File: src/mul_settings.svh
`ifndef MUL_SETTINGS_SVH
`define MUL_SETTINGS_SVH

// physical register tag width
`define MUL_TAG_W 8

`define MUL_PC_W 32

// cycles from accepted start to exit
`define MUL_DEPTH 5

// wide enough to hold MUL_DEPTH
`define MUL_CNT_W 3

`endif

File: src/mul_op_pkg.sv
`default_nettype none

package mul_op_pkg;

    // multiply op select, low product or one of three high variants
    typedef enum logic [1:0] {
        MUL_LO    = 2'b00,
        MUL_HI_SS = 2'b01,
        MUL_HI_SU = 2'b10,
        MUL_HI_UU = 2'b11
    } mul_op_e;

    typedef struct packed {
        logic [31:0] hi;
        logic [31:0] lo;
    } product_halves_t;

    // full 64-bit product, or its two halves
    typedef union packed {
        logic [63:0]     word;
        product_halves_t half;
    } product_u;

endpackage

`default_nettype wire

File: src/mul_wb_pkg.sv
`default_nettype none
`include "mul_settings.svh"

package mul_wb_pkg;

    // physical destination register
    typedef logic [`MUL_TAG_W-1:0] tag_t;

    typedef logic [`MUL_PC_W-1:0] pc_t;

endpackage

`default_nettype wire

File: src/mul_operand_prep.sv
`default_nettype none

module mul_operand_prep (
    input  mul_op_pkg::mul_op_e op,
    input  logic [31:0]         a,
    input  logic [31:0]         b,
    output logic [31:0]         mag_a,
    output logic [31:0]         mag_b,
    output logic                neg
);
    import mul_op_pkg::*;

    logic a_signed;
    logic b_signed;
    logic neg_a;
    logic neg_b;

    // low product is sign-agnostic, treat as unsigned
    assign a_signed = (op == MUL_HI_SS) || (op == MUL_HI_SU);
    assign b_signed = (op == MUL_HI_SS);

    assign neg_a = a_signed && a[31];
    assign neg_b = b_signed && b[31];

    // -2^31 wraps to 32'h8000_0000, which is 2^31 unsigned
    assign mag_a = neg_a ? (~a + 32'd1) : a;
    assign mag_b = neg_b ? (~b + 32'd1) : b;

    assign neg = neg_a ^ neg_b;

endmodule

`default_nettype wire

File: src/csa_tree_pipe.sv
`default_nettype none
`include "mul_settings.svh"

module csa_tree_pipe (
    input  logic                 clk,
    input  logic                 rst,
    input  logic                 accept,
    input  logic [31:0]          mag_a,
    input  logic [31:0]          mag_b,
    input  logic                 neg_in,
    input  mul_op_pkg::mul_op_e  op_in,
    input  mul_wb_pkg::tag_t     tag_in,
    input  mul_wb_pkg::pc_t      pc_in,
    output logic                 exit,
    output mul_op_pkg::product_u product,
    output logic                 neg_out,
    output mul_op_pkg::mul_op_e  op_out,
    output mul_wb_pkg::tag_t     tag_out,
    output mul_wb_pkg::pc_t      pc_out
);
    import mul_op_pkg::*;
    import mul_wb_pkg::*;

    // 16 + 8 + 4 + 2 carry-save vectors, stage outputs packed back to back
    localparam int NVEC = 30;

    logic [63:0] pp     [32];
    logic [63:0] tree_d [NVEC];
    logic [63:0] tree_q [NVEC];

    logic [`MUL_DEPTH-1:0] valid_q;
    logic                  neg_q [`MUL_DEPTH];
    mul_op_e               op_q  [`MUL_DEPTH];
    tag_t                  tag_q [`MUL_DEPTH];
    pc_t                   pc_q  [`MUL_DEPTH];
    product_u              product_q;

    genvar gi;
    genvar gs;
    genvar gg;

    for (gi = 0; gi < 32; gi++) begin : g_pp
        assign pp[gi] = mag_b[gi] ? ({32'd0, mag_a} << gi) : 64'd0;
    end

    // each stage halves the vector count with 4:2 groups
    for (gs = 0; gs < 4; gs++) begin : g_stage
        localparam int OUT_BASE = 32 - (32 >> gs);

        for (gg = 0; gg < (8 >> gs); gg++) begin : g_grp
            logic [63:0] w0, w1, w2, w3;
            logic [63:0] s1, c1, s2, c2;

            if (gs == 0) begin : g_from_pp
                assign w0 = pp[4*gg];
                assign w1 = pp[4*gg+1];
                assign w2 = pp[4*gg+2];
                assign w3 = pp[4*gg+3];
            end else begin : g_from_reg
                localparam int IN_BASE = 32 - (64 >> gs);

                assign w0 = tree_q[IN_BASE+4*gg];
                assign w1 = tree_q[IN_BASE+4*gg+1];
                assign w2 = tree_q[IN_BASE+4*gg+2];
                assign w3 = tree_q[IN_BASE+4*gg+3];
            end

            // two 3:2 rows
            assign s1 = w0 ^ w1 ^ w2;
            assign c1 = ((w0 & w1) | (w1 & w2) | (w0 & w2)) << 1;
            assign s2 = s1 ^ c1 ^ w3;
            assign c2 = ((s1 & c1) | (c1 & w3) | (s1 & w3)) << 1;

            assign tree_d[OUT_BASE+2*gg]   = s2;
            assign tree_d[OUT_BASE+2*gg+1] = c2;
        end
    end

    always_ff @(posedge clk) begin
        // first level only loads on an accepted start
        if (accept) begin
            for (int i = 0; i < 16; i++) begin
                tree_q[i] <= tree_d[i];
            end
        end
        for (int i = 16; i < NVEC; i++) begin
            tree_q[i] <= tree_d[i];
        end
        product_q.word <= tree_q[NVEC-2] + tree_q[NVEC-1];
    end

    always_ff @(posedge clk) begin
        if (rst) begin
            valid_q <= '0;
        end else begin
            valid_q <= {valid_q[`MUL_DEPTH-2:0], accept};
        end
    end

    always_ff @(posedge clk) begin
        if (accept) begin
            neg_q[0] <= neg_in;
            op_q[0]  <= op_in;
            tag_q[0] <= tag_in;
            pc_q[0]  <= pc_in;
        end
        for (int i = 1; i < `MUL_DEPTH; i++) begin
            neg_q[i] <= neg_q[i-1];
            op_q[i]  <= op_q[i-1];
            tag_q[i] <= tag_q[i-1];
            pc_q[i]  <= pc_q[i-1];
        end
    end

    assign exit    = valid_q[`MUL_DEPTH-1];
    assign product = product_q;
    assign neg_out = neg_q[`MUL_DEPTH-1];
    assign op_out  = op_q[`MUL_DEPTH-1];
    assign tag_out = tag_q[`MUL_DEPTH-1];
    assign pc_out  = pc_q[`MUL_DEPTH-1];

    // sideband depth has to match the four tree stages plus the final add
    exit_latency_a: assert property (@(posedge clk) disable iff (rst)
        accept |-> ##(`MUL_DEPTH) exit);

endmodule

`default_nettype wire

File: src/mul_result_select.sv
`default_nettype none

module mul_result_select (
    input  mul_op_pkg::mul_op_e  op,
    input  logic                 neg,
    input  mul_op_pkg::product_u product,
    output logic [31:0]          result
);
    import mul_op_pkg::*;

    product_u signed_prod;

    // tree works on magnitudes, restore the sign over all 64 bits
    always_comb begin
        if (neg) begin
            signed_prod.word = ~product.word + 64'd1;
        end else begin
            signed_prod.word = product.word;
        end
    end

    always_comb begin
        if (op == MUL_LO) begin
            result = signed_prod.half.lo;
        end else begin
            result = signed_prod.half.hi;
        end
    end

endmodule

`default_nettype wire

File: src/mul_inflight_counter.sv
`default_nettype none
`include "mul_settings.svh"

module mul_inflight_counter (
    input  logic                  clk,
    input  logic                  rst,
    input  logic                  inc,
    input  logic                  dec,
    output logic [`MUL_CNT_W-1:0] count
);
    localparam int CW = `MUL_CNT_W;

    logic [CW-1:0] count_q;

    always_ff @(posedge clk) begin
        if (rst) begin
            count_q <= '0;
        end else begin
            case ({inc, dec})
                2'b10:   count_q <= count_q + CW'(1);
                2'b01:   count_q <= count_q - CW'(1);
                default: count_q <= count_q;
            endcase
        end
    end

    assign count = count_q;

    // an exit always has a matching accept in the tree
    dec_nonzero_a: assert property (@(posedge clk) disable iff (rst)
        dec |-> count_q != '0);

    count_max_a: assert property (@(posedge clk) disable iff (rst)
        count_q <= CW'(`MUL_DEPTH));

endmodule

`default_nettype wire

File: src/mul_flush_fsm.sv
`default_nettype none
`include "mul_settings.svh"

module mul_flush_fsm (
    input  logic                  clk,
    input  logic                  rst,
    input  logic                  start,
    input  logic                  flush,
    input  logic [`MUL_CNT_W-1:0] count,
    input  logic                  exit,
    output logic                  accept,
    output logic                  done_en,
    output logic                  draining
);
    localparam int CW = `MUL_CNT_W;

    typedef enum logic {
        ST_RUN,
        ST_DRAIN
    } state_e;

    state_e state_q;
    state_e state_d;
    logic   work_left;

    // ops still in the tree after this edge, the exiting one is finished
    assign work_left = (count != CW'(exit));

    always_comb begin
        state_d = state_q;
        case (state_q)
            ST_RUN: begin
                if (flush && work_left) begin
                    state_d = ST_DRAIN;
                end
            end
            ST_DRAIN: begin
                if (count == '0 && !exit) begin
                    state_d = ST_RUN;
                end
            end
            default: state_d = ST_RUN;
        endcase
    end

    always_ff @(posedge clk) begin
        if (rst) begin
            state_q <= ST_RUN;
        end else begin
            state_q <= state_d;
        end
    end

    assign accept   = start && !flush && (state_q == ST_RUN);
    assign done_en  = (state_q == ST_RUN);
    assign draining = (state_q == ST_DRAIN);

    no_accept_a: assert property (@(posedge clk) disable iff (rst)
        (draining || flush) |-> !accept);

endmodule

`default_nettype wire

File: src/mul_unit.sv
`default_nettype none
`include "mul_settings.svh"

module mul_unit (
    input  logic                clk,
    input  logic                rst,
    input  logic                start,
    input  mul_op_pkg::mul_op_e op,
    input  logic [31:0]         a,
    input  logic [31:0]         b,
    input  mul_wb_pkg::tag_t    tag_in,
    input  mul_wb_pkg::pc_t     pc_in,
    input  logic                flush,
    output logic                done,
    output logic [31:0]         result,
    output mul_wb_pkg::tag_t    tag_out,
    output mul_wb_pkg::pc_t     pc_out,
    output logic                busy,
    output logic                draining
);
    import mul_op_pkg::*;

    logic [31:0]           mag_a;
    logic [31:0]           mag_b;
    logic                  neg;
    logic                  accept;
    logic                  done_en;
    logic                  exit;
    logic                  neg_out;
    mul_op_e               op_out;
    product_u              product;
    logic [`MUL_CNT_W-1:0] count;

    mul_operand_prep prep_i (
        .op    (op),
        .a     (a),
        .b     (b),
        .mag_a (mag_a),
        .mag_b (mag_b),
        .neg   (neg)
    );

    csa_tree_pipe tree_i (
        .clk     (clk),
        .rst     (rst),
        .accept  (accept),
        .mag_a   (mag_a),
        .mag_b   (mag_b),
        .neg_in  (neg),
        .op_in   (op),
        .tag_in  (tag_in),
        .pc_in   (pc_in),
        .exit    (exit),
        .product (product),
        .neg_out (neg_out),
        .op_out  (op_out),
        .tag_out (tag_out),
        .pc_out  (pc_out)
    );

    mul_result_select select_i (
        .op      (op_out),
        .neg     (neg_out),
        .product (product),
        .result  (result)
    );

    mul_inflight_counter counter_i (
        .clk   (clk),
        .rst   (rst),
        .inc   (accept),
        .dec   (exit),
        .count (count)
    );

    mul_flush_fsm fsm_i (
        .clk      (clk),
        .rst      (rst),
        .start    (start),
        .flush    (flush),
        .count    (count),
        .exit     (exit),
        .accept   (accept),
        .done_en  (done_en),
        .draining (draining)
    );

    // squashed ops still leave the tree, just without a done
    assign done = exit && done_en;
    assign busy = (count != '0);

endmodule

`default_nettype wire

File: config.mk
export PLATFORM = sky130hd
export DESIGN_NAME = mul_unit
export DESIGN_NICKNAME = d
export VERILOG_FILES = /design/src/mul_op_pkg.sv /design/src/mul_wb_pkg.sv /design/src/mul_operand_prep.sv /design/src/csa_tree_pipe.sv /design/src/mul_result_select.sv /design/src/mul_inflight_counter.sv /design/src/mul_flush_fsm.sv /design/src/mul_unit.sv
export VERILOG_INCLUDE_DIRS = /design/src /design/src/src
export SDC_FILE = /design/constraint.sdc
export NUM_CORES = 2
export LEC_CHECK = 0
export BUFFER_PORTS_ARGS = -buffer_cell sky130_fd_sc_hd__buf_2
export CAP_MARGIN = 40
export CORE_ASPECT_RATIO = 1.2
export CORE_MARGIN = 3
export CORE_UTILIZATION = 29
export DETAILED_ROUTE_END_ITERATION = 16
export SYNTH_ARGS = -nofsm -noshare
export SYNTH_HDL_FRONTEND = slang
export SYNTH_HIERARCHICAL = 1
export SYNTH_SLANG_ARGS = --single-unit
File: constraint.sdc
create_clock -name clk -period 52.5 [get_ports clk]
set_clock_uncertainty 0.2 [all_clocks]
set_input_delay 10.5 -clock clk [delete_from_list [all_inputs] [get_ports clk]]
set_output_delay 10.5 -clock clk [all_outputs]
set_load 0.02 [all_outputs]
=== Word level (Yosys, flattened, before mapping) ===
Memories as Yosys holds them, arrays and structs flattened.
Index checks and enable logic that the tools add are counted.

* Bits in read-only memories: 0
* Memories: 5
* Logic and storage cells: 291
* Bits in registers: 73
* Input port bits: 110
* Bits in writable memories: 2,135
* Latch bits: 0

* Reduce and logical (&&, ||, !) cells: 14
* Add/sub/neg operators: 6
* Shifts and indexed selects: 0
* Divide/modulo/power cells: 0
* Bitwise gates (word level): 215
* Equal/unequal tests: 5
* Muxes and demuxes: 42
* Multipliers: 0
* Order comparisons: 0

{| class="wikitable"
|+ Memory list
! memory !! words !! bits a word !! rd ports !! clocked after memory_dff !! wr ports !! line !! source
|-
| tree_i.tree_q || 30 || 64 || 30 || 0 || 30 || csa_tree_pipe.sv:29 || <nowiki>logic [63:0] tree_q [NVEC];</nowiki>
|-
| tree_i.pc_q || 5 || 32 || 5 || 0 || 5 || csa_tree_pipe.sv:35 || <nowiki>pc_t pc_q [`MUL_DEPTH];</nowiki>
|-
| tree_i.tag_q || 5 || 8 || 5 || 0 || 5 || csa_tree_pipe.sv:34 || <nowiki>tag_t tag_q [`MUL_DEPTH];</nowiki>
|-
| tree_i.op_q || 5 || 2 || 5 || 0 || 5 || csa_tree_pipe.sv:33 || <nowiki>mul_op_e op_q [`MUL_DEPTH];</nowiki>
|-
| tree_i.neg_q || 5 || 1 || 5 || 0 || 5 || csa_tree_pipe.sv:32 || <nowiki>logic neg_q [`MUL_DEPTH];</nowiki>
|}

{| class="wikitable"
|+ Operators with widths
! cell !! number
|-
| bitwise AND 63 bit || 90
|-
| bitwise OR 63 bit || 60
|-
| bitwise XOR 64 bit || 52
|-
| 2-to-1 mux 32 bit || 4
|-
| adder 32 x 1 -> 32 bit (second input constant) || 2
|-
| adder 64 x 1 -> 64 bit (second input constant) || 1
|-
| adder 64 bit || 1
|-
| 2-to-1 mux 64 bit || 1
|-
| inverter 32 bit || 2
|-
| inverter 64 bit || 1
|-
| bitwise XOR 64 x 34 -> 64 bit || 1
|-
| bitwise XOR 64 x 38 -> 64 bit || 1
|-
| bitwise XOR 64 x 42 -> 64 bit || 1
|-
| bitwise XOR 64 x 46 -> 64 bit || 1
|-
| bitwise XOR 64 x 50 -> 64 bit || 1
|-
| bitwise XOR 64 x 54 -> 64 bit || 1
|-
| bitwise XOR 64 x 58 -> 64 bit || 1
|-
| bitwise XOR 64 x 62 -> 64 bit || 1
|-
| 2-to-1 mux 63 bit || 1
|-
| 2-to-1 mux 62 bit || 1
|-
| 2-to-1 mux 61 bit || 1
|-
| 2-to-1 mux 60 bit || 1
|-
| 2-to-1 mux 59 bit || 1
|-
| 2-to-1 mux 58 bit || 1
|-
| 42 further kinds || 54
|}

=== Depth between registers and ports, before layout ===
* Depth after elaboration: 11
* Mapped depth: 12
* Mapped depth without buffers: 12

=== Hierarchy ===
Netlist, hierarchy kept.

{| class="wikitable"
|+ Modules (own cells, without submodules)
! module !! cells each !! sequential area each (µm²) !! area an instance (µm²) !! instances
|-
| csa_tree_pipe || 4,217 || 34,082.7 || 64,539.4 || 1
|-
| mul_result_select || 334 || 0.0 || 2,118.3 || 1
|-
| mul_operand_prep || 215 || 0.0 || 1,445.1 || 1
|-
| mul_inflight_counter || 14 || 60.1 || 147.6 || 1
|-
| mul_flush_fsm || 7 || 20.0 || 67.6 || 1
|-
| mul_unit || 2 || 0.0 || 12.5 || 1
|}

=== Least setup slack after synthesis ===
Ideal clock, no wire load.

* Kind: input to register
* Start point: input flush
* End point: register counter_i.count_q[2] (netlist: counter_i/count[2])
* Arrival time: 55.475 ns
* Required time: 52.230 ns
* Slack: -3.245 ns
* Stages on the path: 7
* Cells stage by stage: nor3b_1 inv_1 ha_1 fa_1 xnor2_1 or3_1 a21oi_1

* Cells in the longest elaborated chain, start to end: 5
* Elaborated cells between the ends (all ways): 7
* Those cells by class: eq/ne: 2; mux: 1; reduce/logical: 4

{| class="wikitable"
|+ RTL lines
! what !! line !! source
|-
| start: declaration || mul_unit.sv:13 || <nowiki>input logic flush,</nowiki>
|-
| logical NOT 1 bit (*) || mul_flush_fsm.sv:54 || <nowiki>assign accept = start && !flush && (state_q == ST_RUN);</nowiki>
|-
| logical AND 1 bit (*) (2 in series) || mul_flush_fsm.sv:54 ||
|-
| equality test 2 x 1 -> 1 bit / equality test 2 bit (equally long branches) || mul_inflight_counter.sv:19 || <nowiki>case ({inc, dec})</nowiki>
|-
| case mux 3 bit (2 select lines) / nonzero test 2 bit (equally long branches) || -- ||
|-
| end signal: assignment || mul_inflight_counter.sv:20 || <nowiki>2'b10: count_q <= count_q + CW'(1);</nowiki>
|-
| end signal: assignment || mul_inflight_counter.sv:21 || <nowiki>2'b01: count_q <= count_q - CW'(1);</nowiki>
|-
| end signal: assignment || mul_inflight_counter.sv:22 || <nowiki>default: count_q <= count_q;</nowiki>
|-
| end: declaration || mul_inflight_counter.sv:13 || <nowiki>logic [CW-1:0] count_q;</nowiki>
|}

Every way passes the cells marked *; elsewhere a longest branch is shown, timed or not.
A chain may end at the register's enable or synchronous reset.

=== Worst setup path after layout ===
* Start point: register tree_i.product_q, in the netlist tree_i/product[10]
* End point: output result[19]

* Cells in the longest elaborated chain, start to end: 4

{| class="wikitable"
|+ RTL lines
! what !! line !! source
|-
| start: declaration || csa_tree_pipe.sv:36 || <nowiki>product_u product_q;</nowiki>
|-
| inverter 64 bit || mul_result_select.sv:16 || <nowiki>signed_prod.word = ~product.word + 64'd1;</nowiki>
|-
| adder 64 x 1 -> 64 bit || mul_result_select.sv:16 ||
|-
| 2-to-1 mux 64 bit || mul_result_select.sv:15 || <nowiki>if (neg) begin</nowiki>
|-
| 2-to-1 mux 32 bit || mul_result_select.sv:23 || <nowiki>if (op == MUL_LO) begin</nowiki>
|-
| end: declaration || mul_unit.sv:15 || <nowiki>output logic [31:0] result,</nowiki>
|}

No other way between the ends.

==> key figures <==
Outcome
  – Status: finished clean

Finish
  – Area of the multi-input gates: 33,500 um^2
  – Final Cell Area: 79,100 um^2
  – Most frequent cells in the layout: and2_1 (1,033), fa_1 (906), dfxtp_1 (837)
  – Filler Cell Count: 22,589
  – FF/Latch Area: 34,200 um^2
  – Layout area overhead: 15.8%
  – Most common cell after layout, fill and taps aside: and2_1
  – Share of post-route cells with drive strength above 1: 0.118
  – Final nets: 6,125

Synthesis
  – Yosys top cell area share: 0.265
  – Post-synth top flop: dfxtp_1
  – Top cells by area, synth: fa_1 (27%), edfxtp_1 (25%), dfxtp_1 (25%)
  – Post-synth ARST share: 0
  – Synthesized area: 68,300 um^2
  – Syn Inst Count: 4,789
  – Synth Register Bits: 1,417
  – Avg Inst Size Synth: 14.3 um^2
  – Post-synth EDFFs: 579
  – Synth area leader: fa_1
  – Syn_nets: 5,988
  – Synth warn: 6
  – Synth cell types: 81
  – Seq/Total Area, Yosys: 0.500

Worst setup path
  – Worst EP required: 41,800 ps
  – Critical path class: reg2out
  – CP arrival: 3800 ps
  – Worst Path Max Fanout: 13
  – CP Launch Type: register
  – Critical path endpoint category: output port

Routing
  – Metal1 wirelength: 66.8 mm
  – Met3 Wirelength: 10.4 mm
  – Via count: 36,562
  – Average wire per standard cell: 19.5 um
  – Met2 WL: 76.5 mm
  – Routed WL: 160 mm
  – Initial DRC count: 2,088
  – DR pass1 iterations: 9
  – Routed vias/inst: 4.46
  – Uppermost layer routed: met5
  – DRT antenna net count: 0
  – Post-route DRC: 0

Clock network
  – Post-cts repair resize count: 0
  – CTS buffer count: 147
  – TritonCTS clock tree: yes
  – Hold Buf Count CTS: 0
  – Post-CTS Setup Bufs: 0
  – CTS root buf: clkbuf_16
  – Number of clock sinks: 1,417
  – Max clock buf depth: 3
  – H-tree depth: 4
  – Worst-path clk slew: 60 ps
  – Clock Latency Late Sink: 780 ps

Floorplanning
  – Die Y: 538 um
  – Die X: 449 um
  – Initial Util: 0.293
  – I/O pin count: 185
  – Core area: 234,000 um^2
  – Die area: 242,000 um^2
  – Cell Rows: 194

Power and ir drop
  – Leak: 30.9 nW
  – PwrDens: 50.8 nW/um^2
  – Peak VDD IR: 0.0000231 V

Worst hold path
  – Hold crit path type: reg2reg

STA
  – Slew @ Worst Pin: 1130 ps
  – Period minus WS final: 14,500 ps
  – Final setup fails: 0
  – Worst slew margin: 0.249
  – TNS Setup: 0 ps
  – Achievable Freq: 0.0690 GHz
  – Final hold violations: 0
  – Unrepaired setup endpoints after global routing: no
  – Fin. max-slew vios: 0
  – Final period util: 0.276

Placed design
  – GPL Wtd Cong: 0.835
  – Area post-placement: 74,300 um^2
  – Dpl hpwl: 121 mm
  – PortBufs: 184

Global route
  – GRT overflow: 0
  – First-pass GRT wire length: 247 mm
  – Vias in the first global route: 40,855
  – Pin count of the biggest net entering global routing: 193
  – Initial antenna violation count: 48
  – GRT Total Usage: 0.134

Run
  – Max Cap Violations: 0
-- worst max-delay path, cell delays in order (launching register included) --
cell     delay, ps
dfxtp_1        380
or4_1          610
nor4_2         490
nand2_1        470
o41ai_1        550
xor2_1         140
a21oi_1        190
buf_2          220
-- layer usage --
metal / track usage / vias up
met4: 0.0552 / 16
met3: 0.0319 / 318
met2: 0.224 / 1031
met5: 0 / -
li1: - / 16002
met1: 0.167 / 19195
-- cell families after synthesis --
kind of cell	Yosys count	share of synthesized area
flip-flops	1417	0.500
AND/OR/NAND/NOR	1401	0.123
adder cells (fa/ha/maj)	1089	0.299
buffers and inverters	375	0.0232
AO/OA/AOI/OAI	336	0.0328
XOR/XNOR	162	0.0208
multiplexers	9	0.00132
-- state kept, by name, indices dropped and copies added, names as in the netlist --
name and cells:
tree_i/tree_q 1129, tree_i/valid_q 5, tree_i/neg_q 5, tree_i/pc_q 160, fsm_i/draining 1, tree_i/product 64, tree_i/tag_q 40, tree_i/op_q 10
counter_i/count 3
-- stage by stage --
| stage | std cells | setup WS, ps | power [W] | utilization | hold slack, ps |
|---|---|---|---|---|---|
| 2_1_floorplan | 4789 | 17460 | 0.00249 | - | 110 |
| 3_3_place_gp | 7867 | 37210 | 0.00298 | 0.313 | 110 |
| 3_5_place_dp | 7913 | 37530 | 0.00304 | 0.318 | 112 |
| 4_1_cts | 8180 | 37910 | 0.00408 | 0.339 | 119 |
| 5_1_grt | 8192 | 37720 | 0.00431 | 0.339 | 124 |
| 6_report | 8202 | 38000 | 0.00402 | 0.339 | 117 |
-- synth_stat cells, drive strengths merged, types with 19 or more instances --
master and instances:
a21o 22, a21oi 97, a31oi 22, and2 1033, buf 50, clkbuf 225, dfxtp 838, edfxtp 579
fa 906, ha 183, inv 99, nand2 99, nor2 89, nor3 30, nor4 28, o21ai 74
o21bai 19, o31ai 29, or3 22, xnor2 84, xor2 78
-- final timing paths --
check / endpoint / cells after the start / slack, ps / startpoint
hold reg to reg: tree_i/tag_q[0][31] / 0 / 120 / tree_i/tag_q[0][23]
hold / removal: tree_i/tag_q[0][31] / 0 / 120 / tree_i/tag_q[0][23]
setup reg to reg: tree_i/product[59] / 12 / 48840 / tree_i/tree_q[1][771]
setup / recovery: result[19] / 7 / 38000 / tree_i/product[10]
-- power by group --
| part | internal, W | switching, W |
|---|---|---|
| clock | 0.000593 | 0.000432 |
| combinational | 0.000564 | 0.000755 |
| sequential | 0.00150 | 0.000178 |
| total | 0.00265 | 0.00136 |
-- cell type report --
cell class              count  area share
diodes                     22    0.000696
clock buffers             222      0.0554
clock inverters            45     0.00471
inverters                 100     0.00474
multi-input cells        2997       0.424
flip-flops and latches   1417       0.432
well taps                3136      0.0496
repair buffers            263      0.0292
(Power assumes the default switching activity.)
